`config.mk`:
```
export PLATFORM = sky130hd
export DESIGN_NAME = biu_req_queue
export DESIGN_NICKNAME = d
export VERILOG_FILES = /design/src/hdl/biu_pkg.sv /design/src/hdl/biu_req_queue.sv
export VERILOG_INCLUDE_DIRS = /design/src /design/src/hdl
export SDC_FILE = /design/constraint.sdc
export NUM_CORES = 1
export LEC_CHECK = 0
export ABC_AREA = 1
export BUFFER_PORTS_ARGS = -buffer_cell sky130_fd_sc_hd__buf_2
export CAP_MARGIN = 0
export CORE_ASPECT_RATIO = 0.7
export CORE_MARGIN = 2
export CORE_UTILIZATION = 35
export DETAILED_ROUTE_END_ITERATION = 12
export PLACE_DENSITY = 0.55
export SYNTH_ARGS = -nofsm -noshare
export SYNTH_HDL_FRONTEND = slang
export SYNTH_SLANG_ARGS = --single-unit
```
`constraint.sdc`:
```
create_clock -name i_wb_clk -period 10.9 [get_ports i_wb_clk]
set_input_delay 3.27 -clock i_wb_clk [delete_from_list [all_inputs] [get_ports i_wb_clk]]
set_output_delay 3.27 -clock i_wb_clk [all_outputs]
set_load 0.03 [all_outputs]
```
`src/hdl/biu_settings.svh`:
```
/* Build-time sizes for the BIU and the SRAM model. REQ_QUEUE_DEPTH is also the
   number of credits the requester starts with */
`ifndef BIU_SETTINGS_SVH
`define BIU_SETTINGS_SVH

// Request payload width in bytes
`define BIU_DATA_BYTES 16

// Wishbone data port width in bits
`define WB_DATA_WIDTH 32

// Byte address width on both sides
`define BIU_ADDR_WIDTH 16

// Pending request entries, one credit each
`define REQ_QUEUE_DEPTH 4

// SRAM size in Wishbone words
`define SRAM_WORDS 256

// Extra cycles between the strobe being seen and the ack
`define SRAM_WAIT_STATES 1

`endif

```
`src/hdl/biu_pkg.sv`:
```
/* Request, response and Wishbone types shared by the BIU and the SRAM model.
   Only linear bursts and 4, 8 or 16 byte lengths are encoded */
`include "biu_settings.svh"

package biu_pkg;

    typedef logic [`BIU_ADDR_WIDTH-1:0]     biu_addr_t;
    typedef logic [`BIU_DATA_BYTES*8-1:0]   biu_data_t;
    typedef logic [`BIU_DATA_BYTES-1:0]     biu_sel_t;
    typedef logic [1:0]                     biu_len_t;
    typedef logic [1:0]                     biu_func_t;

    typedef logic [`WB_DATA_WIDTH-1:0]      wb_data_t;
    typedef logic [`WB_DATA_WIDTH/8-1:0]    wb_sel_t;
    typedef logic [2:0]                     wb_cti_t;
    typedef logic [1:0]                     wb_bte_t;

    // Request length codes
    localparam biu_len_t BIU_LEN_4B  = 2'd0;
    localparam biu_len_t BIU_LEN_8B  = 2'd1;
    localparam biu_len_t BIU_LEN_16B = 2'd2;

    // Request function codes
    localparam biu_func_t BIU_FUNC_READ  = 2'd0;
    localparam biu_func_t BIU_FUNC_WRITE = 2'd1;
    localparam biu_func_t BIU_FUNC_RMW   = 2'd2;

    // Wishbone B4 cycle type and burst type encodings
    localparam wb_cti_t WB_CTI_CLASSIC      = 3'b000;
    localparam wb_cti_t WB_CTI_INCREMENTING = 3'b010;
    localparam wb_cti_t WB_CTI_END_OF_BURST = 3'b111;
    localparam wb_bte_t WB_BTE_LINEAR       = 2'b00;

    typedef struct packed {
        biu_func_t func;
        biu_len_t  len;
        biu_sel_t  sel;
        biu_addr_t addr;
        biu_data_t data;
    } biu_req_t;

    typedef struct packed {
        biu_data_t data;
    } biu_rsp_t;

    typedef struct packed {
        logic      cyc;
        logic      stb;
        logic      we;
        wb_cti_t   cti;
        wb_bte_t   bte;
        wb_sel_t   sel;
        biu_addr_t addr;
        wb_data_t  data;
    } wb_m2s_t;

    typedef struct packed {
        logic     ack;
        wb_data_t data;
    } wb_s2m_t;

endpackage

```
`src/hdl/biu_req_queue.sv`:
```
/* Request FIFO under credit flow control. A credit goes back in the same cycle
   as each pop, so the requester never sees the queue full */
`timescale 1ns/1ps
`include "biu_settings.svh"

module biu_req_queue (
    input  logic              i_wb_clk,
    input  logic              i_reset,
    input  logic              i_push,
    input  biu_pkg::biu_req_t i_req,
    input  logic              i_pop,
    output logic              o_valid,
    output biu_pkg::biu_req_t o_head,
    output logic              o_credit
);

    localparam int DEPTH = `REQ_QUEUE_DEPTH;
    localparam int PTR_W = (DEPTH > 1) ? $clog2(DEPTH) : 1;
    localparam int CNT_W = $clog2(DEPTH + 1);

    biu_pkg::biu_req_t entries [DEPTH];
    logic [PTR_W-1:0]  wr_ptr_r;
    logic [PTR_W-1:0]  rd_ptr_r;
    logic [CNT_W-1:0]  count_r;
    logic              full;

    assign full     = (count_r == CNT_W'(DEPTH));
    assign o_valid  = (count_r != '0);
    assign o_head   = entries[rd_ptr_r];
    assign o_credit = i_pop && o_valid;

    // Payload storage
    always_ff @(posedge i_wb_clk) begin
        if (i_push) begin
            entries[wr_ptr_r] <= i_req;
        end
    end

    always_ff @(posedge i_wb_clk) begin
        if (i_reset) begin
            wr_ptr_r <= '0;
            rd_ptr_r <= '0;
            count_r  <= '0;
        end else begin
            if (i_push) begin
                wr_ptr_r <= (wr_ptr_r == PTR_W'(DEPTH - 1)) ? '0 : wr_ptr_r + PTR_W'(1);
            end
            if (i_pop) begin
                rd_ptr_r <= (rd_ptr_r == PTR_W'(DEPTH - 1)) ? '0 : rd_ptr_r + PTR_W'(1);
            end
            // Simultaneous push and pop leave the count alone
            if (i_push && !i_pop) begin
                count_r <= count_r + CNT_W'(1);
            end else if (!i_push && i_pop) begin
                count_r <= count_r - CNT_W'(1);
            end
        end
    end

    // The requester must respect its credits
    a_no_push_when_full: assert property (@(posedge i_wb_clk) disable iff (i_reset)
        i_push |-> !full);

    // The controller only pops a valid head
    a_no_pop_when_empty: assert property (@(posedge i_wb_clk) disable iff (i_reset)
        i_pop |-> o_valid);

endmodule

```
==> impl_metrics.toml <==
[run_status]
status = "finished, final reports clean"

[power]
power_density_nw_per_um2 = 201
ir_worst_vdd_uv = 133
power_switching_mw = 1.45
power_mw = 5.86
switching_share = 0.248
comb_power_share = 0.115
clockPowerShare = 0.381
seqPwrFrac = 0.504
p_int_mw = 4.41
p_leak_nw = 10.0

[grt]
grt-ovfl-total = 0
grt_pass1_vias = 14228
grt_first_pass_wirelength_mm = 84.9
grt_max_degree = 167
antenna_found_initial = 15
track_usage = 0.154

[clock_network]
cts_buffers = 66
postCtsHoldBufs = 0
insertion_delay_ns = 0.58
cts_buffer_depth = 3
path_clk_slew_ns = 0.06
clockRootBuffer = "clkbuf_16"
clock_sinks = 665
cts_tree = "built"
post_cts_buffers = 0
cts_max_level = 3
cts_resized = 0

[detailed_routing]
drt_pre_antenna_iters = 5
routed_wl_mm = 56.8
dr_total_vias = 14501
drtIter0Drc = 1051
ant_nets = 0
post_drt_wl_per_cell_um = 19.4
route.detailed.drc = 0
avgViaCountPerCell = 4.96

[synthesis]
synth_cell_type_count = 21
yosysTopAreaCell = "edfxtp_1"
synthCells = 1646
netlist_area_um2 = 24600
synth_nets = 1821
ys_seq_area_frac = 0.809
synthTopCellsByArea = "edfxtp_1 (80%), nor2_1 (5.1%), o22ai_1 (4.2%)"
synth.top_cell.area_share = 0.801
syn_avg_cell_area_um2 = 14.9
yosys_warnings = 0
synth_seq_cells = 665

[cells_and_area]
n_fill_cell = 6312
stdcell_count = 2923
fin_nets = 2132
multi_input_area_um2 = 4120
layout-drive-gt1-share = 0.226
final_cell_mix = "edfxtp_1 (656), nor2_1 (333), buf_2 (333)"
layout_commonest_cell = "edfxtp_1"
synthToLayoutAreaGrowth_pct = 18.8
utilization = 0.419
seqCellArea_um2 = 19900

[worst_setup_path]
ff2ff_path_depth = 4
required_ns = 7.63
crit_fanout = 5
path_class = "primary input to output pin"
reg2reg_slack_ns = 8.28
regToRegStartpoint = "wr_ptr_r[0]$_SDFFE_PP0P_"
startpoint_type = "primary input"
cp-end-kind = "output pin"
cp.arrival_ns = 3.83
regToRegEndpoint = "entries[1][80]$_DFFE_PP_"

[worst_hold_path]
hp-start = "count_r[1]$_SDFFE_PP0P_"
hold_end = "count_r[1]$_SDFFE_PP0P_"
hold_depth = 2
hold_class = "flip-flop to flip-flop"

[timing]
finalSetupTns_ns = 0
relSlewSlack = 0.334
hold-worst-slack_ns = 0.539
skew_ns = 0.0146
worst_pin_slew_ns = 1.00
rsz0062_at_grt = "false"
fin_crit_sh = 0.651
finalCriticalPeriod_ns = 7.10
drv_slew = 0
finalSetupViolCount = 0
fmax_mhz = 141
finalHoldViolations = 0

[placement]
gp_congestion = 0.728
dpl.hpwl_mm = 30.5
placed_cells = 2802
io_buffer_count = 333

[floorplan]
design.core.area_um2 = 69600
die_w_um = 321
die-area_um2 = 72400
die_height_um = 226
fp-row-count = 81
initial_core_util = 0.353
io_pins = 334

[run]
cap_violations = 0
==> critical path: stages <==
cell and delay (ns):
buf_2 0.10, inv_1 0.08, a31oi_1 0.15, buf_2 0.22
==> Yosys cell counts, drive strengths merged <==
library cell and n:
o22ai 164, dfxtp 9, nor2 333, nand2 8, nor3 2, inv 18, a21oi 5, fa 1
clkbuf 52, nand3 2, o21ai 332, edfxtp 656, a31oi 1, buf 56, ha 6, nand4 1
==> kinds of logic after synthesis <==
family                     share of synthesized area
DFF                                            0.809
adders and majority gates                    0.00387
AOI/OAI and AO/OA                              0.111
and+or+nand+nor                               0.0531
buffers and inverters                         0.0236
==> through the flow <==
stage | cell area (um2) | setup slack (ns)
6_report | 29200 | 3.80
5_1_grt | 29200 | 3.75
4_1_cts | 29200 | 3.81
3_5_place_dp | 27100 | 3.81
3_3_place_gp | 27100 | 3.82
2_1_floorplan | 24600 | 3.77
==> cell type report <==
cell class / count / area share
well taps: 913 / 0.0391
clock buffers: 83 / 0.0631
multi-input cells: 855 / 0.141
diodes: 6 / 0.000514
clock inverters: 32 / 0.00985
flip-flops and latches: 665 / 0.681
repair buffers: 351 / 0.0621
inverters: 18 / 0.00334
==> layer usage <==
| layer | vias up | global-route usage | share of wire |
|---|---|---|---|
| li1 | 6888 | - | - |
| met1 | 7187 | 0.196 | 0.43 |
| met2 | 309 | 0.256 | 0.48 |
| met3 | 99 | 0.0477 | 0.066 |
| met4 | 18 | 0.0427 | 0.020 |
| met5 | - | 0 | 0.0016 |
==> worst max-delay path by stage <==
stage                     start        to  slack, ns  depth (start not counted)
after global routing      i_pop  o_credit       3.75                          4
after CTS                 i_pop  o_credit       3.81                          4
after global placement    i_pop  o_credit       3.82                          4
after detailed placement  i_pop  o_credit       3.81                          4
final                     i_pop  o_credit       3.80                          4
after floorplan           i_pop  o_credit       3.77                          2
==> registers in the layout, summed over array words and instances (netlist names), named ones only <==
| register | cells |
|---|---|
| rd_ptr_r | 2 |
| wr_ptr_r | 2 |
| entries | 656 |
| count_r | 3 |
==> power by group through the flow <==
| stage | clock network, mW | registers, mW | logic (mW) |
|---|---|---|---|
| global route | 2.39 | 2.96 | 0.733 |
| CTS | 2.30 | 2.95 | 0.687 |
| floorplan | 0 | 3.01 | 0.439 |
| finish | 2.23 | 2.95 | 0.676 |
| detailed placement | 0 | 3.01 | 0.686 |
| global placement | 0 | 3.00 | 0.675 |
Note: power is estimated with default switching activity, not from simulation.
