===== src/hdl/biu_settings.svh =====
/* Build-time sizes for the BIU and the SRAM model. REQ_QUEUE_DEPTH is also the
   number of credits the requester starts with */
`ifndef BIU_SETTINGS_SVH
`define BIU_SETTINGS_SVH

// Request payload width in bytes
`define BIU_DATA_BYTES 16

// Wishbone data port width in bits
`define WB_DATA_WIDTH 32

// Byte address width on both sides
`define BIU_ADDR_WIDTH 16

// Pending request entries, one credit each
`define REQ_QUEUE_DEPTH 4

// SRAM size in Wishbone words
`define SRAM_WORDS 256

// Extra cycles between the strobe being seen and the ack
`define SRAM_WAIT_STATES 1

`endif


===== src/hdl/biu_pkg.sv =====
/* Request, response and Wishbone types shared by the BIU and the SRAM model.
   Only linear bursts and 4, 8 or 16 byte lengths are encoded */
`include "biu_settings.svh"

package biu_pkg;

    typedef logic [`BIU_ADDR_WIDTH-1:0]     biu_addr_t;
    typedef logic [`BIU_DATA_BYTES*8-1:0]   biu_data_t;
    typedef logic [`BIU_DATA_BYTES-1:0]     biu_sel_t;
    typedef logic [1:0]                     biu_len_t;
    typedef logic [1:0]                     biu_func_t;

    typedef logic [`WB_DATA_WIDTH-1:0]      wb_data_t;
    typedef logic [`WB_DATA_WIDTH/8-1:0]    wb_sel_t;
    typedef logic [2:0]                     wb_cti_t;
    typedef logic [1:0]                     wb_bte_t;

    // Request length codes
    localparam biu_len_t BIU_LEN_4B  = 2'd0;
    localparam biu_len_t BIU_LEN_8B  = 2'd1;
    localparam biu_len_t BIU_LEN_16B = 2'd2;

    // Request function codes
    localparam biu_func_t BIU_FUNC_READ  = 2'd0;
    localparam biu_func_t BIU_FUNC_WRITE = 2'd1;
    localparam biu_func_t BIU_FUNC_RMW   = 2'd2;

    // Wishbone B4 cycle type and burst type encodings
    localparam wb_cti_t WB_CTI_CLASSIC      = 3'b000;
    localparam wb_cti_t WB_CTI_INCREMENTING = 3'b010;
    localparam wb_cti_t WB_CTI_END_OF_BURST = 3'b111;
    localparam wb_bte_t WB_BTE_LINEAR       = 2'b00;

    typedef struct packed {
        biu_func_t func;
        biu_len_t  len;
        biu_sel_t  sel;
        biu_addr_t addr;
        biu_data_t data;
    } biu_req_t;

    typedef struct packed {
        biu_data_t data;
    } biu_rsp_t;

    typedef struct packed {
        logic      cyc;
        logic      stb;
        logic      we;
        wb_cti_t   cti;
        wb_bte_t   bte;
        wb_sel_t   sel;
        biu_addr_t addr;
        wb_data_t  data;
    } wb_m2s_t;

    typedef struct packed {
        logic     ack;
        wb_data_t data;
    } wb_s2m_t;

endpackage


===== src/hdl/biu_controller_wb.sv =====
/* Wishbone B4 master: linear incrementing bursts for reads and writes, classic
   read then write per word for RMW. Addresses are assumed word aligned */
`timescale 1ns/1ps
`include "biu_settings.svh"

module biu_controller_wb (
    input  logic              i_wb_clk,
    input  logic              i_reset,
    input  logic              i_req_valid,
    input  biu_pkg::biu_req_t i_req,
    input  biu_pkg::wb_s2m_t  i_wb,
    output logic              o_req_pop,
    output biu_pkg::wb_m2s_t  o_wb,
    output logic              o_rsp_valid,
    output biu_pkg::biu_rsp_t o_rsp
);

    localparam int WB_W     = `WB_DATA_WIDTH;
    localparam int WB_BYTES = WB_W / 8;
    localparam int WORDS    = `BIU_DATA_BYTES / WB_BYTES;
    localparam int IDX_W    = (WORDS > 1) ? $clog2(WORDS) : 1;
    localparam int CNT_W    = $clog2(WORDS + 1);

    typedef enum logic [2:0] {
        IDLE,
        SEND_REQ,
        RMW_READ,
        RMW_MODIFY,
        RMW_WRITE,
        DONE
    } state_t;

    state_t             state_r;
    biu_pkg::biu_req_t  req_r;
    biu_pkg::biu_data_t data_r;
    biu_pkg::wb_m2s_t   wb_r;
    logic [CNT_W-1:0]   cnt_r;
    logic [IDX_W-1:0]   idx_r;
    logic               rsp_valid_r;

    logic [CNT_W-1:0]   req_beats;
    logic [IDX_W-1:0]   idx_next;
    logic               last_beat;
    biu_pkg::wb_data_t  rmw_word;

    // Beats per request from the length code
    always_comb begin
        case (i_req.len)
            biu_pkg::BIU_LEN_4B: req_beats = CNT_W'(4 / WB_BYTES);
            biu_pkg::BIU_LEN_8B: req_beats = CNT_W'(8 / WB_BYTES);
            default:             req_beats = CNT_W'(16 / WB_BYTES);
        endcase
    end

    assign idx_next  = idx_r + IDX_W'(1);
    assign last_beat = (cnt_r == CNT_W'(1));

    // Merge the old word with the request bytes under the select
    always_comb begin
        biu_pkg::wb_data_t old_word;
        biu_pkg::wb_data_t new_word;
        biu_pkg::wb_sel_t  byte_sel;

        old_word = data_r[idx_r*WB_W +: WB_W];
        new_word = req_r.data[idx_r*WB_W +: WB_W];
        byte_sel = req_r.sel[idx_r*WB_BYTES +: WB_BYTES];
        for (int i = 0; i < WB_BYTES; i++) begin
            rmw_word[i*8 +: 8] = byte_sel[i] ? new_word[i*8 +: 8] : old_word[i*8 +: 8];
        end
    end

    assign o_req_pop = (state_r == IDLE) && i_req_valid;

    always_ff @(posedge i_wb_clk) begin
        if (i_reset) begin
            state_r     <= IDLE;
            wb_r.cyc    <= 1'b0;
            wb_r.stb    <= 1'b0;
            rsp_valid_r <= 1'b0;
        end else begin
            rsp_valid_r <= 1'b0;
            case (state_r)
                IDLE: begin
                    if (i_req_valid) begin
                        req_r     <= i_req;
                        data_r    <= '0;
                        cnt_r     <= req_beats;
                        idx_r     <= '0;
                        wb_r.cyc  <= 1'b1;
                        wb_r.stb  <= 1'b1;
                        wb_r.we   <= (i_req.func == biu_pkg::BIU_FUNC_WRITE);
                        wb_r.bte  <= biu_pkg::WB_BTE_LINEAR;
                        wb_r.addr <= i_req.addr;
                        wb_r.data <= i_req.data[WB_W-1:0];
                        if (i_req.func == biu_pkg::BIU_FUNC_RMW) begin
                            // Whole word is read first, the merge happens later
                            wb_r.cti <= biu_pkg::WB_CTI_CLASSIC;
                            wb_r.sel <= '1;
                            state_r  <= RMW_READ;
                        end else begin
                            wb_r.cti <= (req_beats == CNT_W'(1)) ?
                                        biu_pkg::WB_CTI_END_OF_BURST :
                                        biu_pkg::WB_CTI_INCREMENTING;
                            wb_r.sel <= i_req.sel[WB_BYTES-1:0];
                            state_r  <= SEND_REQ;
                        end
                    end
                end
                SEND_REQ: begin
                    if (i_wb.ack) begin
                        if (!wb_r.we) begin
                            data_r[idx_r*WB_W +: WB_W] <= i_wb.data;
                        end
                        cnt_r     <= cnt_r - CNT_W'(1);
                        idx_r     <= idx_next;
                        wb_r.addr <= wb_r.addr + biu_pkg::biu_addr_t'(WB_BYTES);
                        wb_r.sel  <= req_r.sel[idx_next*WB_BYTES +: WB_BYTES];
                        wb_r.data <= req_r.data[idx_next*WB_W +: WB_W];
                        // Next beat is the final one
                        wb_r.cti  <= (cnt_r == CNT_W'(2)) ? biu_pkg::WB_CTI_END_OF_BURST :
                                                            biu_pkg::WB_CTI_INCREMENTING;
                        if (last_beat) begin
                            wb_r.cyc    <= 1'b0;
                            wb_r.stb    <= 1'b0;
                            rsp_valid_r <= 1'b1;
                            state_r     <= DONE;
                        end
                    end
                end
                RMW_READ: begin
                    if (i_wb.ack) begin
                        data_r[idx_r*WB_W +: WB_W] <= i_wb.data;
                        wb_r.stb <= 1'b0;
                        state_r  <= RMW_MODIFY;
                    end
                end
                RMW_MODIFY: begin
                    wb_r.stb  <= 1'b1;
                    wb_r.we   <= 1'b1;
                    wb_r.data <= rmw_word;
                    state_r   <= RMW_WRITE;
                end
                RMW_WRITE: begin
                    if (i_wb.ack) begin
                        cnt_r     <= cnt_r - CNT_W'(1);
                        idx_r     <= idx_next;
                        wb_r.addr <= wb_r.addr + biu_pkg::biu_addr_t'(WB_BYTES);
                        wb_r.we   <= 1'b0;
                        if (last_beat) begin
                            wb_r.cyc    <= 1'b0;
                            wb_r.stb    <= 1'b0;
                            rsp_valid_r <= 1'b1;
                            state_r     <= DONE;
                        end else begin
                            state_r <= RMW_READ;
                        end
                    end
                end
                DONE: state_r <= IDLE;
                default: state_r <= IDLE;
            endcase
        end
    end

    assign o_wb        = wb_r;
    assign o_rsp_valid = rsp_valid_r;
    assign o_rsp.data  = data_r;

    a_stb_within_cyc: assert property (@(posedge i_wb_clk) disable iff (i_reset)
        o_wb.stb |-> o_wb.cyc);

    // Slave may stretch a beat, master must hold everything until ack
    a_hold_until_ack: assert property (@(posedge i_wb_clk) disable iff (i_reset)
        (o_wb.stb && !i_wb.ack) |=> $stable(o_wb));

endmodule


===== config.mk =====
export PLATFORM = sky130hd
export DESIGN_NAME = biu_controller_wb
export DESIGN_NICKNAME = d
export VERILOG_FILES = /design/src/hdl/biu_pkg.sv /design/src/hdl/biu_controller_wb.sv
export VERILOG_INCLUDE_DIRS = /design/src /design/src/hdl
export SDC_FILE = /design/constraint.sdc
export NUM_CORES = 1
export LEC_CHECK = 0
export ABC_AREA = 1
export BUFFER_PORTS_ARGS = -buffer_cell sky130_fd_sc_hd__buf_2
export CELL_PAD_IN_SITES_DETAIL_PLACEMENT = 0
export CELL_PAD_IN_SITES_GLOBAL_PLACEMENT = 1
export CORE_MARGIN = 2
export CORE_UTILIZATION = 41
export DETAILED_ROUTE_END_ITERATION = 8
export PLACE_DENSITY = 0.77
export REMOVE_ABC_BUFFERS = 1
export SYNTH_ARGS = -nofsm -noshare
export SYNTH_HDL_FRONTEND = slang
export SYNTH_SLANG_ARGS = --single-unit

===== constraint.sdc =====
create_clock -name i_wb_clk -period 10.04 [get_ports i_wb_clk]
set_clock_uncertainty 0.05 [all_clocks]
set_input_delay 2.008 -clock i_wb_clk [delete_from_list [all_inputs] [get_ports i_wb_clk]]
set_output_delay 2.008 -clock i_wb_clk [all_outputs]
set_load 0.005 [all_outputs]

==> impl_metrics.yaml, run 1 <==
timing:
  min_period_ns: 4.43
  period_share: 0.441
  tightest_slew_ns: 1.19
  hold_violations: 0
  setup_viol: 0
  finalMaxSlewViolations: 0
  tns_ns: 0
  rsz0062_at_grt: "no"
  relSlewSlack: 0.201
  fmax_mhz: 226
  setup_ws_ns: 5.61
clocking:
  cts_setup_buffers: 0
  clk_path_buf_depth: 3
  clock_sink_count: 338
  post_cts_resized: 0
  cts_max_level: 2
  clockRootBuffer: "clkbuf_16"
  numCtsBuffers: 40
  ctsHoldBuffers: 0
  clkLatencyLatePin_ns: 0.58
  clkTransAtPathRegs_ns: 0.06
  cts_tree: "done"
worst_hold_path:
  hold_start: "o_wb[59]$_SDFFE_PP0P_"
  hp-class: "register to register"
  holdPathStages: 2
  worstHoldEndpoint: "o_wb[59]$_SDFFE_PP0P_"
yosys:
  yosysWarningCount: 0
  seq_area_frac_synth: 0.563
  yosys.cell_types.count: 46
  synth_flop_cell: "edfxtp_1"
  yosysMostFrequentCell: "nand2_1"
  syn_area_um2: 17900
  ys_ff_latch: 338
  ys_async_sr_fraction: 0
  synthTopCellsByCount: "nand2_1 (543), edfxtp_1 (332), nor2_1 (240)"
  synth_top_cell_area_share: 0.557
  synthCells: 2016
  netlist_top_cells_area: "edfxtp_1 (56%), nand2_1 (11%), nand3_1 (6.6%)"
  avgSynthCellArea_um2: 8.89
  synth_edf_count: 332
  synth_top_area_cell: "edfxtp_1"
route:
  drc_errors: 0
  vias_per_cell: 5.33
  ant_nets: 0
  wl_mm: 60.4
  drt_first_iter_violations: 1635
  vias: 15700
  wire_per_inst_um: 20.5
  first_pass_iters: 5
finish:
  drive_gt1_frac: 0.215
  final_core_util: 0.493
  instances_no_fill: 2949
  area_growth_pct: 18.6
  num-nets-final: 2543
die:
  die_height_um: 213
  die_area_um2: 45400
  start_util: 0.416
  fp.dieW_um: 213
  fp-row-count: 76
  core_area_um2: 43100
  io_pins: 390
global_routing:
  grt-ovfl-total: 0
  busiest_layer: "met2"
  globalRouteMet2Util: 0.416
  grtUsageMet3: 0.0512
  antenna_found_initial: 3
  grt_pass1_wl_mm: 88.0
  grt_pass1_vias: 14700
  grt_max_degree: 173
  met1_usage: 0.351
  grt.total_usage: 0.261
placement:
  numPortBuffers: 387
  dp_slack_ns: 5.13
  place.gp.congestion: 0.855
  dp_cells: 2877
  place_hpwl_mm: 39.4
critical_path:
  cp-startpoint: "i_req_valid"
  ff2ff_path_depth: 6
  r2r_start: "idx_r[0]$_SDFFCE_PP0P_"
  cp.arrival_ns: 2.37
  r2r_end: "o_rsp[30]$_SDFFCE_PN0P_"
  critPathLaunchType: "input port"
  worstSetupEndpointType: "primary output"
  cp_max_fo: 2
  path_class: "input port to primary output"
  rrSetupSlack_ns: 6.12
  required_ns: 7.98
power:
  power_frac_comb: 0.422
  p_clk_frac: 0.204
  p_per_area_nw_per_um2: 322
  p_sw_w: 0.00294
  leakage_nw: 9.29
  ir_worst_vdd_mv: 0.238
  sw_frac_of_total: 0.429
  p_int_w: 0.00391
  seq_power_share: 0.374
run_status:
  outcome: "completed"
job:
  cap_violations: 0
[placed cells by master (no fill, tap or decap), types with 8 or more instances in the layout]
cell	count
nor2_1	236
clkbuf_1	9
clkbuf_16	42
o211ai_1	8
inv_2	16
o22ai_1	33
nand2_1	543
clkinv_1	9
nand3_1	237
buf_4	14
nor3_1	37
o21ai_0	75
edfxtp_1	332
inv_1	161
a21oi_1	75
buf_2	387
a22oi_1	64
[layout make-up]
class                   instances  area, um^2
diodes                          2        5.00
inverters                     180         686
repair buffers                402        2060
clock buffers                  51        1080
multi-input cells            1372        6440
fillers                      4199       21800
flip-flops and latches        338       10100
clock inverters                19         145
well taps                     585         732
[metal layers]
| metal | vias to the layer above | wire (um) |
|---|---|---|
| li1 | 7457 | - |
| met1 | 7438 | 25000 |
| met2 | 728 | 28000 |
| met3 | 105 | 5390 |
| met4 | 2 | 2010 |
| met5 | - | 13 |
[cell families after synthesis]
kind of cell / Yosys count / share of synthesized area
simple gates: 1080 / 0.252
other cells: 1 / 0.000209
buf+inv: 307 / 0.0804
compound gates: 275 / 0.0946
flops: 338 / 0.563
xor+xnor: 6 / 0.00293
fa+ha+maj: 9 / 0.00629
[through the flow]
stage	cell area [um^2]	hold slack, ns	total power (W)
3_5_place_dp	20000	0.422	0.00548
6_report	21200	0.441	0.00685
4_1_cts	21200	0.437	0.00689
5_1_grt	21200	0.466	0.00730
3_3_place_gp	20000	0.420	0.00544
2_1_floorplan	17200	0.410	0.00434
[worst max-delay path by stage]
stage | endpoint | slack (ns) | cells after the start
CTS | o_req_pop | 5.61 | 4
detailed placement | o_rsp[94]$_SDFFCE_PN0P_ | 5.13 | 9
global route | o_rsp[109]$_SDFFCE_PN0P_ | 5.45 | 9
global placement | o_rsp[89]$_SDFFCE_PN0P_ | 5.14 | 9
finish | o_req_pop | 5.61 | 4
floorplan | o_rsp[32]$_SDFFCE_PN0P_ | -1.39 | 6
[flip-flops by register name, indices dropped and copies added, names as in the netlist]
signal and count:
o_rsp 128, idx_r 2, req_r 144, o_rsp_valid 1, o_wb 57, cnt_r 3, state_r 3
[power groups by stage]
stage	clock [W]	sequential, W	combinational, W
2_1_floorplan	0	0.00265	0.00169
3_3_place_gp	0	0.00257	0.00287
3_5_place_dp	0	0.00257	0.00290
4_1_cts	0.00143	0.00255	0.00291
5_1_grt	0.00148	0.00260	0.00322
6_report	0.00140	0.00256	0.00289
[critical path, stage by stage]
cell	delay, ns
buf_2	0.09
inv_1	0.08
nor2_1	0.05
buf_2	0.13
Note: power is estimated with default switching activity, not from simulation.
==> inputs of run 2 (changes only) <==
Settings changed: CORE_UTILIZATION 41 to 37, PLACE_DENSITY 0.77 to 0.73.
Clock period 10.04 ns to 3.85 ns, I/O delays scaled along.
==> impl_metrics.yaml, run 2 (synthesis gave the netlist of run 1 again) <==
global_routing:
  grt_pass1_vias: 15000
  grt-ovfl-total: 0
  grt_max_degree: 154
  grt_pass1_wl_mm: 94.2
  antenna_found_initial: 7
  grt.total_usage: 0.253
run_status:
  outcome: "completed"
clocking:
  cts_tree: "done"
  ctsHoldBuffers: 0
  clockRootBuffer: "clkbuf_16"
  clock_sink_count: 338
  post_cts_resized: 0
  clkLatencyLatePin_ns: 0.57
  clkTransAtPathRegs_ns: 0.06
  clk_path_buf_depth: 3
  cts_max_level: 2
  cts_setup_buffers: 0
  numCtsBuffers: 40
finish:
  num-nets-final: 2556
  final_cell_mix: "nand2_1 (543), buf_2 (387), edfxtp_1 (332), nand3_1 (237), nor2_1 (237)"
  area_growth_pct: 20.8
  drive_gt1_frac: 0.223
  final_common_cell: "nand2_1"
  largest_reg_flops: 144
  regMostFlops: "req_r"
power:
  total_power_w: 0.0187
  p_per_area_nw_per_um2: 865
  ir_worst_vdd_mv: 0.519
  leakage_nw: 9.46
timing:
  tns_ns: 0
  period_share: 0.919
  finalMaxSlewViolations: 0
  tightest_slew_ns: 1.32
  setup_viol: 0
  setup_ws_ns: 0.312
  min_period_ns: 3.54
  relSlewSlack: 0.112
  hold_violations: 0
  fmax_mhz: 283
  rsz0062_at_grt: "no"
die:
  start_util: 0.375
  fp-row-count: 80
  core_area_um2: 47700
  io_pins: 390
  fp.dieW_um: 224
  die_height_um: 224
  die_area_um2: 50200
route:
  drt_first_iter_violations: 1515
  ant_nets: 0
  first_pass_iters: 7
  vias: 15800
  drc_errors: 0
  wire_per_inst_um: 21.7
  wl_mm: 65.0
  vias_per_cell: 5.26
critical_path:
  critPathLaunchType: "register"
  cp_max_fo: 89
  rrSetupSlack_ns: 0.31
  cp-startpoint: "idx_r[0]$_SDFFCE_PP0P_"
  required_ns: 4.24
  ff2ff_path_depth: 7
  r2r_start: "idx_r[0]$_SDFFCE_PP0P_"
  path_class: "register to register"
  r2r_end: "o_rsp[15]$_SDFFCE_PN0P_"
  crit_end: "o_rsp[15]$_SDFFCE_PN0P_"
  worstSetupEndpointType: "register"
  cp.arrival_ns: 3.93
placement:
  numPortBuffers: 387
  dp_slack_ns: 0.330
  place.gp.congestion: 0.844
  place_hpwl_mm: 41.3
job:
  cap_violations: 0
worst_hold_path:
  hp-class: "input port to register"
-- run 2: final cells by class --
cell class,instances,area [um^2]
clock inverters,27,368
inverters,180,686
well taps,615,769
multi-input cells,1372,6440
fillers,4680,26100
flip-flops and latches,338,10100
diodes,5,12.5
repair buffers,415,2220
clock buffers,46,1040
-- run 2: worst max-delay path, cell delays in order, from the launching register on --
cell and delay [ns]:
edfxtp_1 0.49, inv_6 0.09, buf_4 0.46, buf_4 0.86
nand4_4 0.84, o22ai_1 0.39, nand2_1 0.08, inv_1 0.07
-- run 2: worst min path at each step --
stage / startpoint / end / slack (ns) / cells after the start
after global routing: i_req[149] / req_r[149]$_DFFE_PP_ / 0.30 / 1
final: i_req[148] / req_r[148]$_DFFE_PP_ / 0.32 / 1
after global placement: o_wb[59]$_SDFFE_PP0P_ / o_wb[59]$_SDFFE_PP0P_ / 0.41 / 2
after floorplan: o_wb[59]$_SDFFE_PP0P_ / o_wb[59]$_SDFFE_PP0P_ / 0.41 / 2
after CTS: i_req[148] / req_r[148]$_DFFE_PP_ / 0.29 / 1
after detailed placement: o_wb[59]$_SDFFE_PP0P_ / o_wb[59]$_SDFFE_PP0P_ / 0.41 / 2
-- run 2: where the power goes --
group          switching [W]  internal, W  leakage [nW]
clock network        0.00161      0.00256         0.695
registers           0.000856      0.00582          3.19
logic                0.00551      0.00236          5.57
total                0.00798       0.0107          9.46
-- run 2: stage by stage --
step / std cells / hold WS, ns / instance area (um^2) / util
floorplan: 1890 / 0.410 / 17200 / -
global placement: 2920 / 0.407 / 20200 / 0.423
detailed placement: 2920 / 0.411 / 20200 / 0.423
CTS: 2993 / 0.293 / 21600 / 0.453
global route: 2995 / 0.301 / 21600 / 0.453
finish: 2998 / 0.321 / 21600 / 0.453
-- run 2: layer usage --
metal / wire, um / global-route usage / share of wire / vias to the layer above
li1: - / - / - / 7497
met1: 27800 / 0.343 / 0.43 / 7477
met2: 29800 / 0.403 / 0.46 / 689
met3: 5520 / 0.0548 / 0.085 / 95
met4: 1840 / 0.0822 / 0.028 / 4
met5: 27 / 0 / 0.00042 / -
